--- src/source/periph_pkg.sv ---
// Peripheral subsystem package
// Bus widths, address map, bridge states and timer register selector
`default_nettype none

package periph_pkg;

    // ------------------------------
    // Bus widths
    // ------------------------------
    localparam int addr_width = 32;
    localparam int data_width = 32;

    typedef logic [addr_width-1:0] reg_addr_t;
    typedef logic [data_width-1:0] reg_data_t;

    // ------------------------------
    // Address map
    // ------------------------------
    // Region code sits in address bits 15:12
    localparam int region_lsb = 12;
    localparam int region_msb = 15;

    localparam logic [region_msb-region_lsb:0] region_timer = 4'd0;
    localparam logic [region_msb-region_lsb:0] region_plic  = 4'd1;

    // Read data of the unmapped region
    localparam reg_data_t error_word = 32'hDEAD_BEEF;

    // APB bridge FSM
    typedef enum logic {
        IDLE,
        RESP
    } bridge_state_e;

    // Timer registers, selected by address bits 3:2
    typedef enum logic [1:0] {
        TMR_CTRL   = 2'd0,
        TMR_COUNT  = 2'd1,
        TMR_CMP    = 2'd2,
        TMR_STATUS = 2'd3
    } timer_reg_e;

    localparam int timer_sel_bit = 4;
    localparam int num_timers    = 2;

endpackage

`default_nettype wire

--- src/source/irq_pkg.sv ---
// Interrupt package
// Source, target and priority sizes, PLIC register offsets
`default_nettype none

package irq_pkg;

    // Source ids run from 1, id 0 means no source
    localparam int num_sources = 2;
    localparam int num_targets = 2;
    localparam int prio_width  = 3;

    typedef logic [prio_width-1:0] prio_t;
    typedef logic [1:0]            src_id_t;

    // ------------------------------
    // Offsets inside the PLIC region
    // ------------------------------
    // Priority of source s at base + 4*s
    localparam logic [11:0] plic_prio_base     = 12'h000;
    // Enable mask of target t at base + 4*t
    localparam logic [11:0] plic_enable_base   = 12'h080;
    // Threshold at +0, claim/complete at +4 per target
    localparam logic [11:0] plic_target_base   = 12'h100;
    localparam logic [11:0] plic_target_stride = 12'h010;

endpackage

`default_nettype wire

--- src/source/reg_bus_if.sv ---
// Register bus
// Single-cycle request with a combinational response, no ready
`timescale 1ns/1ps
`default_nettype none

interface reg_bus_if;

    logic                  valid;
    logic                  write;
    periph_pkg::reg_addr_t addr;
    periph_pkg::reg_data_t wdata;
    periph_pkg::reg_data_t rdata;
    logic                  error;

    // Initiator side
    modport master (
        output valid, write, addr, wdata,
        input  rdata, error
    );

    // Responder answers in the same cycle
    modport slave (
        input  valid, write, addr, wdata,
        output rdata, error
    );

endinterface

`default_nettype wire

--- src/source/apb_reg_bridge.sv ---
// APB to register bus bridge
// Issues one register request per APB transfer and holds the
// response in registers for the completion cycle
`timescale 1ns/1ps
`default_nettype none

module apb_reg_bridge (
    input  logic                  clk_i,
    input  logic                  rst_i,
    input  logic                  psel_i,
    input  logic                  penable_i,
    input  logic                  pwrite_i,
    input  periph_pkg::reg_addr_t paddr_i,
    input  periph_pkg::reg_data_t pwdata_i,
    output periph_pkg::reg_data_t prdata_o,
    output logic                  pready_o,
    output logic                  pslverr_o,
    reg_bus_if.master             bus_o
);

    periph_pkg::bridge_state_e state_q;
    periph_pkg::bridge_state_e state_d;
    periph_pkg::reg_data_t     rdata_q;
    logic                      err_q;

    // Request only in the first access cycle
    assign bus_o.valid = psel_i & penable_i & (state_q == periph_pkg::IDLE);
    assign bus_o.write = pwrite_i;
    assign bus_o.addr  = paddr_i;
    assign bus_o.wdata = pwdata_i;

    always_comb begin
        state_d = state_q;
        unique case (state_q)
            periph_pkg::IDLE: begin
                if (bus_o.valid) begin
                    state_d = periph_pkg::RESP;
                end
            end
            periph_pkg::RESP: state_d = periph_pkg::IDLE;
            default: state_d = periph_pkg::IDLE;
        endcase
    end

    always_ff @(posedge clk_i) begin
        if (rst_i) begin
            state_q <= periph_pkg::IDLE;
        end else begin
            state_q <= state_d;
        end
    end

    // Response capture
    always_ff @(posedge clk_i) begin
        if (bus_o.valid) begin
            rdata_q <= bus_o.rdata;
            err_q   <= bus_o.error;
        end
    end

    assign pready_o  = (state_q == periph_pkg::RESP);
    assign pslverr_o = pready_o & err_q;
    assign prdata_o  = rdata_q;

endmodule

`default_nettype wire

--- src/source/reg_decoder.sv ---
// Register bus decoder
// Routes each request to the timer or the PLIC by address region,
// anything else gets an error response
`timescale 1ns/1ps
`default_nettype none

module reg_decoder (
    reg_bus_if.slave  bus_i,
    reg_bus_if.master tmr_o,
    reg_bus_if.master plic_o
);

    logic [periph_pkg::region_msb-periph_pkg::region_lsb:0] region;
    logic                                                  hit_tmr;
    logic                                                  hit_plic;

    assign region   = bus_i.addr[periph_pkg::region_msb:periph_pkg::region_lsb];
    assign hit_tmr  = (region == periph_pkg::region_timer);
    assign hit_plic = (region == periph_pkg::region_plic);

    // ------------------------------
    // Request fan-out
    // ------------------------------
    assign tmr_o.valid = bus_i.valid & hit_tmr;
    assign tmr_o.write = bus_i.write;
    assign tmr_o.addr  = bus_i.addr;
    assign tmr_o.wdata = bus_i.wdata;

    assign plic_o.valid = bus_i.valid & hit_plic;
    assign plic_o.write = bus_i.write;
    assign plic_o.addr  = bus_i.addr;
    assign plic_o.wdata = bus_i.wdata;

    // ------------------------------
    // Response mux
    // ------------------------------
    always_comb begin
        if (hit_tmr) begin
            bus_i.rdata = tmr_o.rdata;
            bus_i.error = tmr_o.error;
        end else if (hit_plic) begin
            bus_i.rdata = plic_o.rdata;
            bus_i.error = plic_o.error;
        end else begin
            // Unmapped, write goes nowhere
            bus_i.rdata = periph_pkg::error_word;
            bus_i.error = 1'b1;
        end
    end

endmodule

`default_nettype wire

--- src/source/timer_unit.sv ---
// Compare timer unit
// Free-running counters that wrap on compare match and raise a
// sticky pending flag, gated by a per-channel irq enable
`timescale 1ns/1ps
`default_nettype none

module timer_unit (
    input  logic                              clk_i,
    input  logic                              rst_i,
    reg_bus_if.slave                          bus_i,
    output logic [periph_pkg::num_timers-1:0] irq_src_o
);

    logic [periph_pkg::num_timers-1:0] en_q;
    logic [periph_pkg::num_timers-1:0] irq_en_q;
    logic [periph_pkg::num_timers-1:0] pend_q;
    logic [periph_pkg::num_timers-1:0] match;
    periph_pkg::reg_data_t             count_q [periph_pkg::num_timers];
    periph_pkg::reg_data_t             cmp_q   [periph_pkg::num_timers];
    periph_pkg::timer_reg_e            reg_sel;
    logic                              ch;
    logic                              wr;

    assign reg_sel = periph_pkg::timer_reg_e'(bus_i.addr[3:2]);
    assign ch      = bus_i.addr[periph_pkg::timer_sel_bit];
    assign wr      = bus_i.valid & bus_i.write;

    always_comb begin
        for (int i = 0; i < periph_pkg::num_timers; i++) begin
            match[i]     = en_q[i] & (count_q[i] == cmp_q[i]);
            irq_src_o[i] = pend_q[i] & irq_en_q[i];
        end
    end

    always_ff @(posedge clk_i) begin
        if (rst_i) begin
            en_q     <= '0;
            irq_en_q <= '0;
            pend_q   <= '0;
            for (int i = 0; i < periph_pkg::num_timers; i++) begin
                count_q[i] <= '0;
                cmp_q[i]   <= '0;
            end
        end else begin
            for (int i = 0; i < periph_pkg::num_timers; i++) begin
                // Counting, a register write below takes precedence
                if (match[i]) begin
                    count_q[i] <= '0;
                    pend_q[i]  <= 1'b1;
                end else if (en_q[i]) begin
                    count_q[i] <= count_q[i] + 32'd1;
                end
                if (wr && int'(ch) == i) begin
                    unique case (reg_sel)
                        periph_pkg::TMR_CTRL: begin
                            en_q[i]     <= bus_i.wdata[0];
                            irq_en_q[i] <= bus_i.wdata[1];
                        end
                        periph_pkg::TMR_COUNT: count_q[i] <= bus_i.wdata;
                        periph_pkg::TMR_CMP:   cmp_q[i]   <= bus_i.wdata;
                        // Write 1 to clear, a match in the same cycle wins
                        periph_pkg::TMR_STATUS: begin
                            if (bus_i.wdata[0] && !match[i]) begin
                                pend_q[i] <= 1'b0;
                            end
                        end
                        default: ;
                    endcase
                end
            end
        end
    end

    // Read mux
    always_comb begin
        unique case (reg_sel)
            periph_pkg::TMR_CTRL:   bus_i.rdata = {30'd0, irq_en_q[ch], en_q[ch]};
            periph_pkg::TMR_COUNT:  bus_i.rdata = count_q[ch];
            periph_pkg::TMR_CMP:    bus_i.rdata = cmp_q[ch];
            periph_pkg::TMR_STATUS: bus_i.rdata = {31'd0, pend_q[ch]};
            default:                bus_i.rdata = '0;
        endcase
    end

    assign bus_i.error = 1'b0;

endmodule

`default_nettype wire

--- src/source/plic_core.sv ---
// Platform-level interrupt controller
// Level gateways, per-source priority, per-target enable and
// threshold, claim/complete handshake and registered target lines
`timescale 1ns/1ps
`default_nettype none

module plic_core (
    input  logic                            clk_i,
    input  logic                            rst_i,
    reg_bus_if.slave                        bus_i,
    input  logic [irq_pkg::num_sources-1:0] irq_src_i,
    output logic [irq_pkg::num_targets-1:0] irq_o
);

    irq_pkg::prio_t                  prio_q      [1:irq_pkg::num_sources];
    logic [irq_pkg::num_sources:1]   enable_q    [irq_pkg::num_targets];
    irq_pkg::prio_t                  threshold_q [irq_pkg::num_targets];
    logic [irq_pkg::num_sources:1]   pending_q;
    logic [irq_pkg::num_sources:1]   inflight_q;
    logic [irq_pkg::num_sources:1]   src_lvl;
    logic [irq_pkg::num_sources:1]   claim_mask;
    logic [irq_pkg::num_sources:1]   complete_mask;
    irq_pkg::src_id_t                best_id     [irq_pkg::num_targets];
    irq_pkg::prio_t                  best_prio   [irq_pkg::num_targets];
    logic [irq_pkg::num_targets-1:0] irq_d;
    logic [11:0]                     offs;
    logic                            rd;
    logic                            wr;

    assign src_lvl = irq_src_i;
    assign offs    = bus_i.addr[11:0];
    assign rd      = bus_i.valid & ~bus_i.write;
    assign wr      = bus_i.valid & bus_i.write;

    // ------------------------------
    // Per-target arbitration
    // ------------------------------
    // Strict compare keeps the lowest id on ties
    always_comb begin
        for (int t = 0; t < irq_pkg::num_targets; t++) begin
            best_id[t]   = '0;
            best_prio[t] = threshold_q[t];
            for (int s = 1; s <= irq_pkg::num_sources; s++) begin
                if (pending_q[s] && enable_q[t][s] && prio_q[s] > best_prio[t]) begin
                    best_id[t]   = irq_pkg::src_id_t'(s);
                    best_prio[t] = prio_q[s];
                end
            end
            irq_d[t] = (best_id[t] != '0);
        end
    end

    // ------------------------------
    // Register access
    // ------------------------------
    always_comb begin
        bus_i.rdata   = '0;
        claim_mask    = '0;
        complete_mask = '0;
        for (int s = 1; s <= irq_pkg::num_sources; s++) begin
            if (offs == 12'(irq_pkg::plic_prio_base + 4 * s)) begin
                bus_i.rdata = 32'(prio_q[s]);
            end
        end
        for (int t = 0; t < irq_pkg::num_targets; t++) begin
            if (offs == 12'(irq_pkg::plic_enable_base + 4 * t)) begin
                bus_i.rdata = {29'd0, enable_q[t], 1'b0};
            end
            if (offs == 12'(irq_pkg::plic_target_base + irq_pkg::plic_target_stride * t)) begin
                bus_i.rdata = 32'(threshold_q[t]);
            end
            if (offs == 12'(irq_pkg::plic_target_base + irq_pkg::plic_target_stride * t + 4)) begin
                bus_i.rdata = 32'(best_id[t]);
                for (int s = 1; s <= irq_pkg::num_sources; s++) begin
                    claim_mask[s]    = rd && (best_id[t] == irq_pkg::src_id_t'(s));
                    complete_mask[s] = wr && (bus_i.wdata == 32'(s));
                end
            end
        end
    end

    assign bus_i.error = 1'b0;

    always_ff @(posedge clk_i) begin
        if (rst_i) begin
            pending_q  <= '0;
            inflight_q <= '0;
            irq_o      <= '0;
            for (int s = 1; s <= irq_pkg::num_sources; s++) begin
                prio_q[s] <= '0;
            end
            for (int t = 0; t < irq_pkg::num_targets; t++) begin
                enable_q[t]    <= '0;
                threshold_q[t] <= '0;
            end
        end else begin
            // Gateways, a claim pulls the source out of pending
            pending_q  <= (pending_q | (src_lvl & ~inflight_q)) & ~claim_mask;
            inflight_q <= (inflight_q | claim_mask) & ~complete_mask;
            irq_o      <= irq_d;
            for (int s = 1; s <= irq_pkg::num_sources; s++) begin
                if (wr && offs == 12'(irq_pkg::plic_prio_base + 4 * s)) begin
                    prio_q[s] <= bus_i.wdata[irq_pkg::prio_width-1:0];
                end
            end
            for (int t = 0; t < irq_pkg::num_targets; t++) begin
                if (wr && offs == 12'(irq_pkg::plic_enable_base + 4 * t)) begin
                    enable_q[t] <= bus_i.wdata[irq_pkg::num_sources:1];
                end
                if (wr && offs == 12'(irq_pkg::plic_target_base
                                      + irq_pkg::plic_target_stride * t)) begin
                    threshold_q[t] <= bus_i.wdata[irq_pkg::prio_width-1:0];
                end
            end
        end
    end

endmodule

`default_nettype wire

--- src/source/periph_subsys.sv ---
// Peripheral subsystem top level
// APB slave port in front of a compare timer and a two-target PLIC
`timescale 1ns/1ps
`default_nettype none

module periph_subsys (
    input  logic                            clk_i,
    input  logic                            rst_i,
    input  logic                            psel_i,
    input  logic                            penable_i,
    input  logic                            pwrite_i,
    input  periph_pkg::reg_addr_t           paddr_i,
    input  periph_pkg::reg_data_t           pwdata_i,
    output periph_pkg::reg_data_t           prdata_o,
    output logic                            pready_o,
    output logic                            pslverr_o,
    output logic [irq_pkg::num_targets-1:0] irq_o
);

    // Timer channel i drives PLIC source i+1
    logic [irq_pkg::num_sources-1:0] irq_src;

    reg_bus_if bus_in ();
    reg_bus_if bus_tmr ();
    reg_bus_if bus_plic ();

    apb_reg_bridge apb_reg_bridge_i (
        .clk_i     ( clk_i     ),
        .rst_i     ( rst_i     ),
        .psel_i    ( psel_i    ),
        .penable_i ( penable_i ),
        .pwrite_i  ( pwrite_i  ),
        .paddr_i   ( paddr_i   ),
        .pwdata_i  ( pwdata_i  ),
        .prdata_o  ( prdata_o  ),
        .pready_o  ( pready_o  ),
        .pslverr_o ( pslverr_o ),
        .bus_o     ( bus_in    )
    );

    reg_decoder reg_decoder_i (
        .bus_i  ( bus_in   ),
        .tmr_o  ( bus_tmr  ),
        .plic_o ( bus_plic )
    );

    timer_unit timer_unit_i (
        .clk_i     ( clk_i   ),
        .rst_i     ( rst_i   ),
        .bus_i     ( bus_tmr ),
        .irq_src_o ( irq_src )
    );

    plic_core plic_core_i (
        .clk_i     ( clk_i    ),
        .rst_i     ( rst_i    ),
        .bus_i     ( bus_plic ),
        .irq_src_i ( irq_src  ),
        .irq_o     ( irq_o    )
    );

endmodule

`default_nettype wire

--- config.mk ---
export PLATFORM = sky130hd
export DESIGN_NAME = periph_subsys
export DESIGN_NICKNAME = d
export VERILOG_FILES = /design/src/source/periph_pkg.sv /design/src/source/irq_pkg.sv /design/src/source/reg_bus_if.sv /design/src/source/apb_reg_bridge.sv /design/src/source/reg_decoder.sv /design/src/source/timer_unit.sv /design/src/source/plic_core.sv /design/src/source/periph_subsys.sv
export SDC_FILE = /design/constraint.sdc
export NUM_CORES = 1
export LEC_CHECK = 0
export BUFFER_PORTS_ARGS = -buffer_cell sky130_fd_sc_hd__buf_2
export CORE_ASPECT_RATIO = 0.8
export CORE_MARGIN = 2
export CORE_UTILIZATION = 55
export CTS_BUF_LIST = sky130_fd_sc_hd__clkbuf_16
export DETAILED_ROUTE_END_ITERATION = 7
export PLACE_DENSITY = 0.81
export SYNTH_ARGS = -nofsm -noshare
export SYNTH_HDL_FRONTEND = slang
export SYNTH_HIERARCHICAL = 1
export SYNTH_SLANG_ARGS = --single-unit
export TNS_END_PERCENT = 1
--- constraint.sdc ---
create_clock -name clk_i -period 3.8 [get_ports clk_i]
set_input_delay 0.57 -clock clk_i [delete_from_list [all_inputs] [get_ports clk_i]]
set_output_delay 0.57 -clock clk_i [all_outputs]
set_load 0.01 [all_outputs]
**After elaboration in Yosys (flattened, before gate mapping)**

Memory sizes are Yosys's and may differ from the RTL's.
Cells that the tools add are included.

- Logic and storage cells: 212
- RAM bits: 144
- Flip-flop bits (word level): 46
- Memories kept: 5
- Input port bits: 69
- Output and inout port bits: 36

Memories:

| name | depth | bits a word | read ports | clocked after memory_dff | write ports | RTL line | text |
|---|---|---|---|---|---|---|---|
| timer_unit_i.cmp_q | 2 | 32 | 3 | 0 | 2 | timer_unit.sv:19 | `periph_pkg::reg_data_t cmp_q [periph_pkg::num_timers];` |
| timer_unit_i.count_q | 2 | 32 | 3 | 0 | 2 | timer_unit.sv:18 | `periph_pkg::reg_data_t count_q [periph_pkg::num_timers];` |
| plic_core_i.prio_q | 2 | 3 | 2 | 0 | 2 | plic_core.sv:15 | `irq_pkg::prio_t prio_q [1:irq_pkg::num_sources];` |
| plic_core_i.threshold_q | 2 | 3 | 2 | 0 | 2 | plic_core.sv:17 | `irq_pkg::prio_t threshold_q [irq_pkg::num_targets];` |
| plic_core_i.enable_q | 2 | 2 | 2 | 0 | 2 | plic_core.sv:16 | `logic [irq_pkg::num_sources:1] enable_q [irq_pkg::num_targets];` |

- Order comparisons: 5
- Reduce and logical (&&, ||, !) cells: 32
- $add $sub $neg: 2
- Muxes and demuxes: 100
- Eq/ne operators: 20
- Bitwise gates (word level): 37

Operators by type and width:

| kind | count |
|---|---|
| 2-to-1 mux 32 bit | 10 |
| case mux 32 bit (4 select lines) | 1 |
| 2-to-1 mux 1 bit | 66 |
| adder 32 x 1 -> 32 bit (second input constant) | 2 |
| equality test 32 bit | 2 |
| equality test 12 x 9 -> 1 bit (second input constant) | 4 |
| 2-to-1 mux 3 bit | 14 |
| equality test 32 x 1 -> 1 bit (second input constant) | 1 |
| equality test 32 x 2 -> 1 bit (second input constant) | 1 |
| equality test 12 x 8 -> 1 bit (second input constant) | 2 |
| logical AND 1 bit | 24 |
| 2-to-1 mux 2 bit | 8 |
| OR 1 bit | 14 |
| AND 1 bit | 12 |
| equality test 12 x 3 -> 1 bit (second input constant) | 1 |
| equality test 12 x 4 -> 1 bit (second input constant) | 1 |
| > comparator 3 bit | 4 |
| equality test 2 bit (second input constant) | 4 |
| AND 2 bit | 3 |
| equality test 2 x 1 -> 1 bit (second input constant) | 3 |
| inverter 2 bit | 3 |
| equality test 4 x 1 -> 1 bit (second input constant) | 1 |
| logical NOT 4 bit | 1 |
| OR 2 bit | 2 |
| 7 further kinds | 12 |

**Logic depth before layout (Yosys ltp)**

An unclocked memory read counts as a cell.

- Depth in word-level cells: 13
- Mapped depth: 16

**By module**

The synthesis kept the hierarchy.

Modules (own cells, without submodules):

| module | times used | area each (µm²) | sequential area each (µm²) | cells an instance |
|---|---|---|---|---|
| timer_unit | 1 | 8,200.4 | 3,963.8 | 747 |
| plic_core | 1 | 1,866.8 | 600.6 | 201 |
| apb_reg_bridge | 1 | 1,529.0 | 1,011.0 | 102 |
| reg_decoder | 1 | 1,521.5 | 0.0 | 207 |

**Least setup slack after synthesis**

No wires, ideal clock.

- Kind: input to register
- Start: input port psel_i
- End: memory timer_unit_i/cmp_q[1][0] (netlist bit), enable pin
- Stages on the path: 4
- Library setup time: 0.428 ns
- Arrival time: 3.077 ns
- Path slack: 0.295 ns
- Required time: 3.372 ns
- Cell sequence: and3b_2 nor3b_2 nand3_1 o21bai_1

RTL lines:

| element | RTL line | text |
|---|---|---|
| from (decl) | periph_subsys.sv:9 | `input logic psel_i,` |
| to (decl) | timer_unit.sv:19 |  |

==> key figures <==
Route
  – Number of DRC violations after detailed routing: 0
  – Detailed-route via count: 8,653
  – Number of nets with antenna violations after detailed routing: 0
  – Number of design-rule violations left by the first detailed-router iteration: 1,134
  – Routed wire length: 30,950 microns
  – Wire length per cell: 21.39 microns
  – First-pass iteration count of the detailed router: 5
  – Via count normalized by instance count: 5.980

Power
  – Switching power as a share of total power: 25.09%
  – Internal Power: 3.495 mW
  – Clock power frac: 38.6%
  – Power density over the cells: 364.1 mW/mm^2
  – Proportion of power drawn by combinational gates: 9.3%
  – Largest voltage drop on the vdd net: 293.9 uV
  – Leakage power: 4.882 nW
  – Part of the total power dissipated in sequential elements: 52.1%
  – Sw power: 1.171 mW

Timing
  – Slew at the pin closest to its max-slew limit: 0.8897 ns
  – Unrepaired setup endpoints after global routing: no
  – Maximum frequency from static timing analysis: 297.1 MHz
  – Final slew viol count: 0
  – Final critical-path required period: 3.365 ns
  – Setup TNS after final layout: 0 ns
  – Tightest hold margin: 0.4212 ns
  – Endpoints failing setup: 0
  – Max-Slew Margin vs Limit: 40.69%
  – Worst clock skew: 0.01331 ns
  – Final Cycle Share: 88.56%
  – Hold violation count in the final report: 0
  – Worst setup margin: 0.4345 ns

Clock network
  – Post-CTS Setup Repair Bufs: 0
  – CTS Buffer Depth: 2
  – Number of H-tree branching levels: 4
  – TritonCTS clock tree: yes
  – Clock Sinks: 190
  – Count of cells resized by post-cts repair: 0
  – Hold buffer count at CTS: 0
  – Clk slew on worst S/H paths: 0.07 ns
  – Number of buffers inserted during clock tree synthesis: 17
  – Clock latency on the worst-skew pair: 0.44 ns
  – Master cell of the clock root buffer: sky130_fd_sc_hd__clkbuf_16

Die
  – Die Span Y: 139.5 microns
  – Die X-Extent: 173.4 microns
  – Num ports: 105
  – Initial core utilization: 56.13%
  – Total die area: 0.02420 sq mm
  – Std-Cell Rows: 49
  – Area of the core region: 0.02250 sq mm

Run status
  – Run status: finished, final reports clean

Cells and area
  – Nets: 1,211
  – Area growth from synthesis to layout: 1.456%
  – Finished Layout Cells: 1,447
  – Fill cell total of the finished layout: 1,851
  – Storage cell area: 0.005575 sq mm
  – Antenna Diode Count: 0
  – Multi-input logic area: 0.005539 sq mm
  – Share of final-layout standard cells stronger than drive strength 1: 16.13%

Global routing
  – Initial antenna violation count: 0
  – First-pass GRT wire length: 47,460 microns
  – Number of global-route vias before repair: 8,174
  – Overall routing resource usage: 25.70%
  – Global route total overflow: 0
  – Pin count of the biggest net entering global routing: 43

Critical path
  – Required arrival time at the worst endpoint: 3.99 ns
  – CP peak stage delay: 0.44 ns
  – Arrival time of the worst setup path: 3.56 ns
  – Capturing element type of the critical path: flip-flop
  – Biggest fanout along the worst timing path: 6
  – Ordered cell list for the critical path: buf_4 -> ha_1 -> inv_1 -> o21ai_0 -> nand4_1 -> mux2i_1 -> ha_1 -> nor2b_1 -> o311a_1 -> a21o_1 -> o32ai_2 -> or3_1 -> mux2i_1 -> nand2_1
  – Delay-heaviest family, CP: simple AND/OR/NAND/NOR gates
  – Buffering stage count on the worst path with inverters included: 2
  – Critical path start-end classification: flip-flop to flip-flop
  – Critical Path Slowest Stage Cell: sky130_fd_sc_hd__edfxtp_1
  – Type of origin of the critical path: flip-flop

Synth
  – Post-Syn Instances: 1,192
  – Count of warnings emitted by yosys: 6
  – Cell area after synthesis: 0.01263 sq mm
  – Mean post-synth cell area: 10.60 sq um

Place
  – Post-placement setup slack: 0.4726 ns
  – Placed wire-length estimate after detailed placement: 22,050 microns
  – GP Congestion: 0.9655
  – Placed Cells: 1,415
  – PortBufs: 88

Job
  – Max-capacitance violation count: 0

Hold path
  – Hold/Removal Path Class: input port to flip-flop
metal layers:
| layer | up-vias | share of wire, % | global-route usage (%) |
|---|---|---|---|
| met5 | - | 0 | 0 |
| met4 | 0 | 1.6 | 7.226 |
| met3 | 45 | 13 | 7.077 |
| met2 | 535 | 43 | 36.95 |
| met1 | 4122 | 43 | 38.01 |
| li1 | 3951 | - | - |
area by class of cell:
type,instances,area share [%]
Multi-Input combinational cell,782,43.23
Sequential cell,190,43.51
Clock buffer,17,3.320
Clock inverter,15,1.279
Timing Repair Buffer,108,4.824
Inverter,29,0.8495
Tap cell,306,2.988
power by group through the flow:
stage	clock [mW]	sequential (mW)	combinational, mW
after floorplan	0	2.45	0.398
after global placement	0	2.47	0.414
after detailed placement	0	2.47	0.421
after CTS	1.82	2.43	0.424
after global routing	1.89	2.44	0.465
final	1.80	2.43	0.433
final timing paths:
check	from	endpoint	slack (ns)	cells after the start
hold reg to reg	plic_core_i/inflight_q[2]	plic_core_i/inflight_q[2]	0.49	2
setup reg to reg	plic_core_i/prio_q[1][1]	apb_reg_bridge_i/prdata_o[0]	0.43	14
setup / recovery	plic_core_i/prio_q[1][1]	apb_reg_bridge_i/prdata_o[0]	0.43	14
hold / removal	penable_i	apb_reg_bridge_i/pready_o	0.42	2
placed cells by master, fill, tap and decap left out, types with 5 or more instances in the layout:
| cell type | instances |
|---|---|
| sky130_fd_sc_hd__o21ai_2 | 6 |
| sky130_fd_sc_hd__buf_4 | 19 |
| sky130_fd_sc_hd__and2_1 | 45 |
| sky130_fd_sc_hd__nor4_4 | 6 |
| sky130_fd_sc_hd__nand4_1 | 18 |
| sky130_fd_sc_hd__nor4_1 | 29 |
| sky130_fd_sc_hd__buf_2 | 87 |
| sky130_fd_sc_hd__nor3_2 | 10 |
| sky130_fd_sc_hd__o21ai_0 | 27 |
| sky130_fd_sc_hd__xor2_1 | 81 |
| sky130_fd_sc_hd__dfxtp_1 | 13 |
| sky130_fd_sc_hd__inv_1 | 29 |
| sky130_fd_sc_hd__nand2b_1 | 5 |
| sky130_fd_sc_hd__xnor2_1 | 43 |
| sky130_fd_sc_hd__and4_1 | 7 |
| sky130_fd_sc_hd__clkbuf_16 | 17 |
| sky130_fd_sc_hd__o21ai_1 | 43 |
| sky130_fd_sc_hd__mux2i_1 | 100 |
| sky130_fd_sc_hd__nand3_1 | 21 |
| sky130_fd_sc_hd__or3_1 | 5 |
| sky130_fd_sc_hd__nor3_1 | 18 |
| sky130_fd_sc_hd__ha_1 | 14 |
| sky130_fd_sc_hd__nand2_1 | 115 |
| sky130_fd_sc_hd__o22ai_1 | 33 |
| sky130_fd_sc_hd__edfxtp_1 | 177 |
| sky130_fd_sc_hd__conb_1 | 31 |
| sky130_fd_sc_hd__a21oi_1 | 8 |
| sky130_fd_sc_hd__nor2b_1 | 10 |
| sky130_fd_sc_hd__and3_1 | 13 |
| sky130_fd_sc_hd__nor2_1 | 34 |
metrics by stage:
step	total power [mW]	instance area, sq um	util [%]
after floorplan	2.852	12740	-
final	4.665	12810	56.95
after global routing	4.790	12810	56.95
after CTS	4.668	12810	56.95
after detailed placement	2.895	12220	54.33
after global placement	2.883	12220	54.33
state kept, by name, indices dropped and copies added (netlist names), 4 cells and up:
| register | flops |
|---|---|
| plic_core_i/enable_q | 4 |
| timer_unit_i/count_q | 64 |
| plic_core_i/prio_q | 6 |
| timer_unit_i/cmp_q | 64 |
| plic_core_i/threshold_q | 6 |
| apb_reg_bridge_i/prdata_o | 32 |
(Power assumes the default switching activity.)
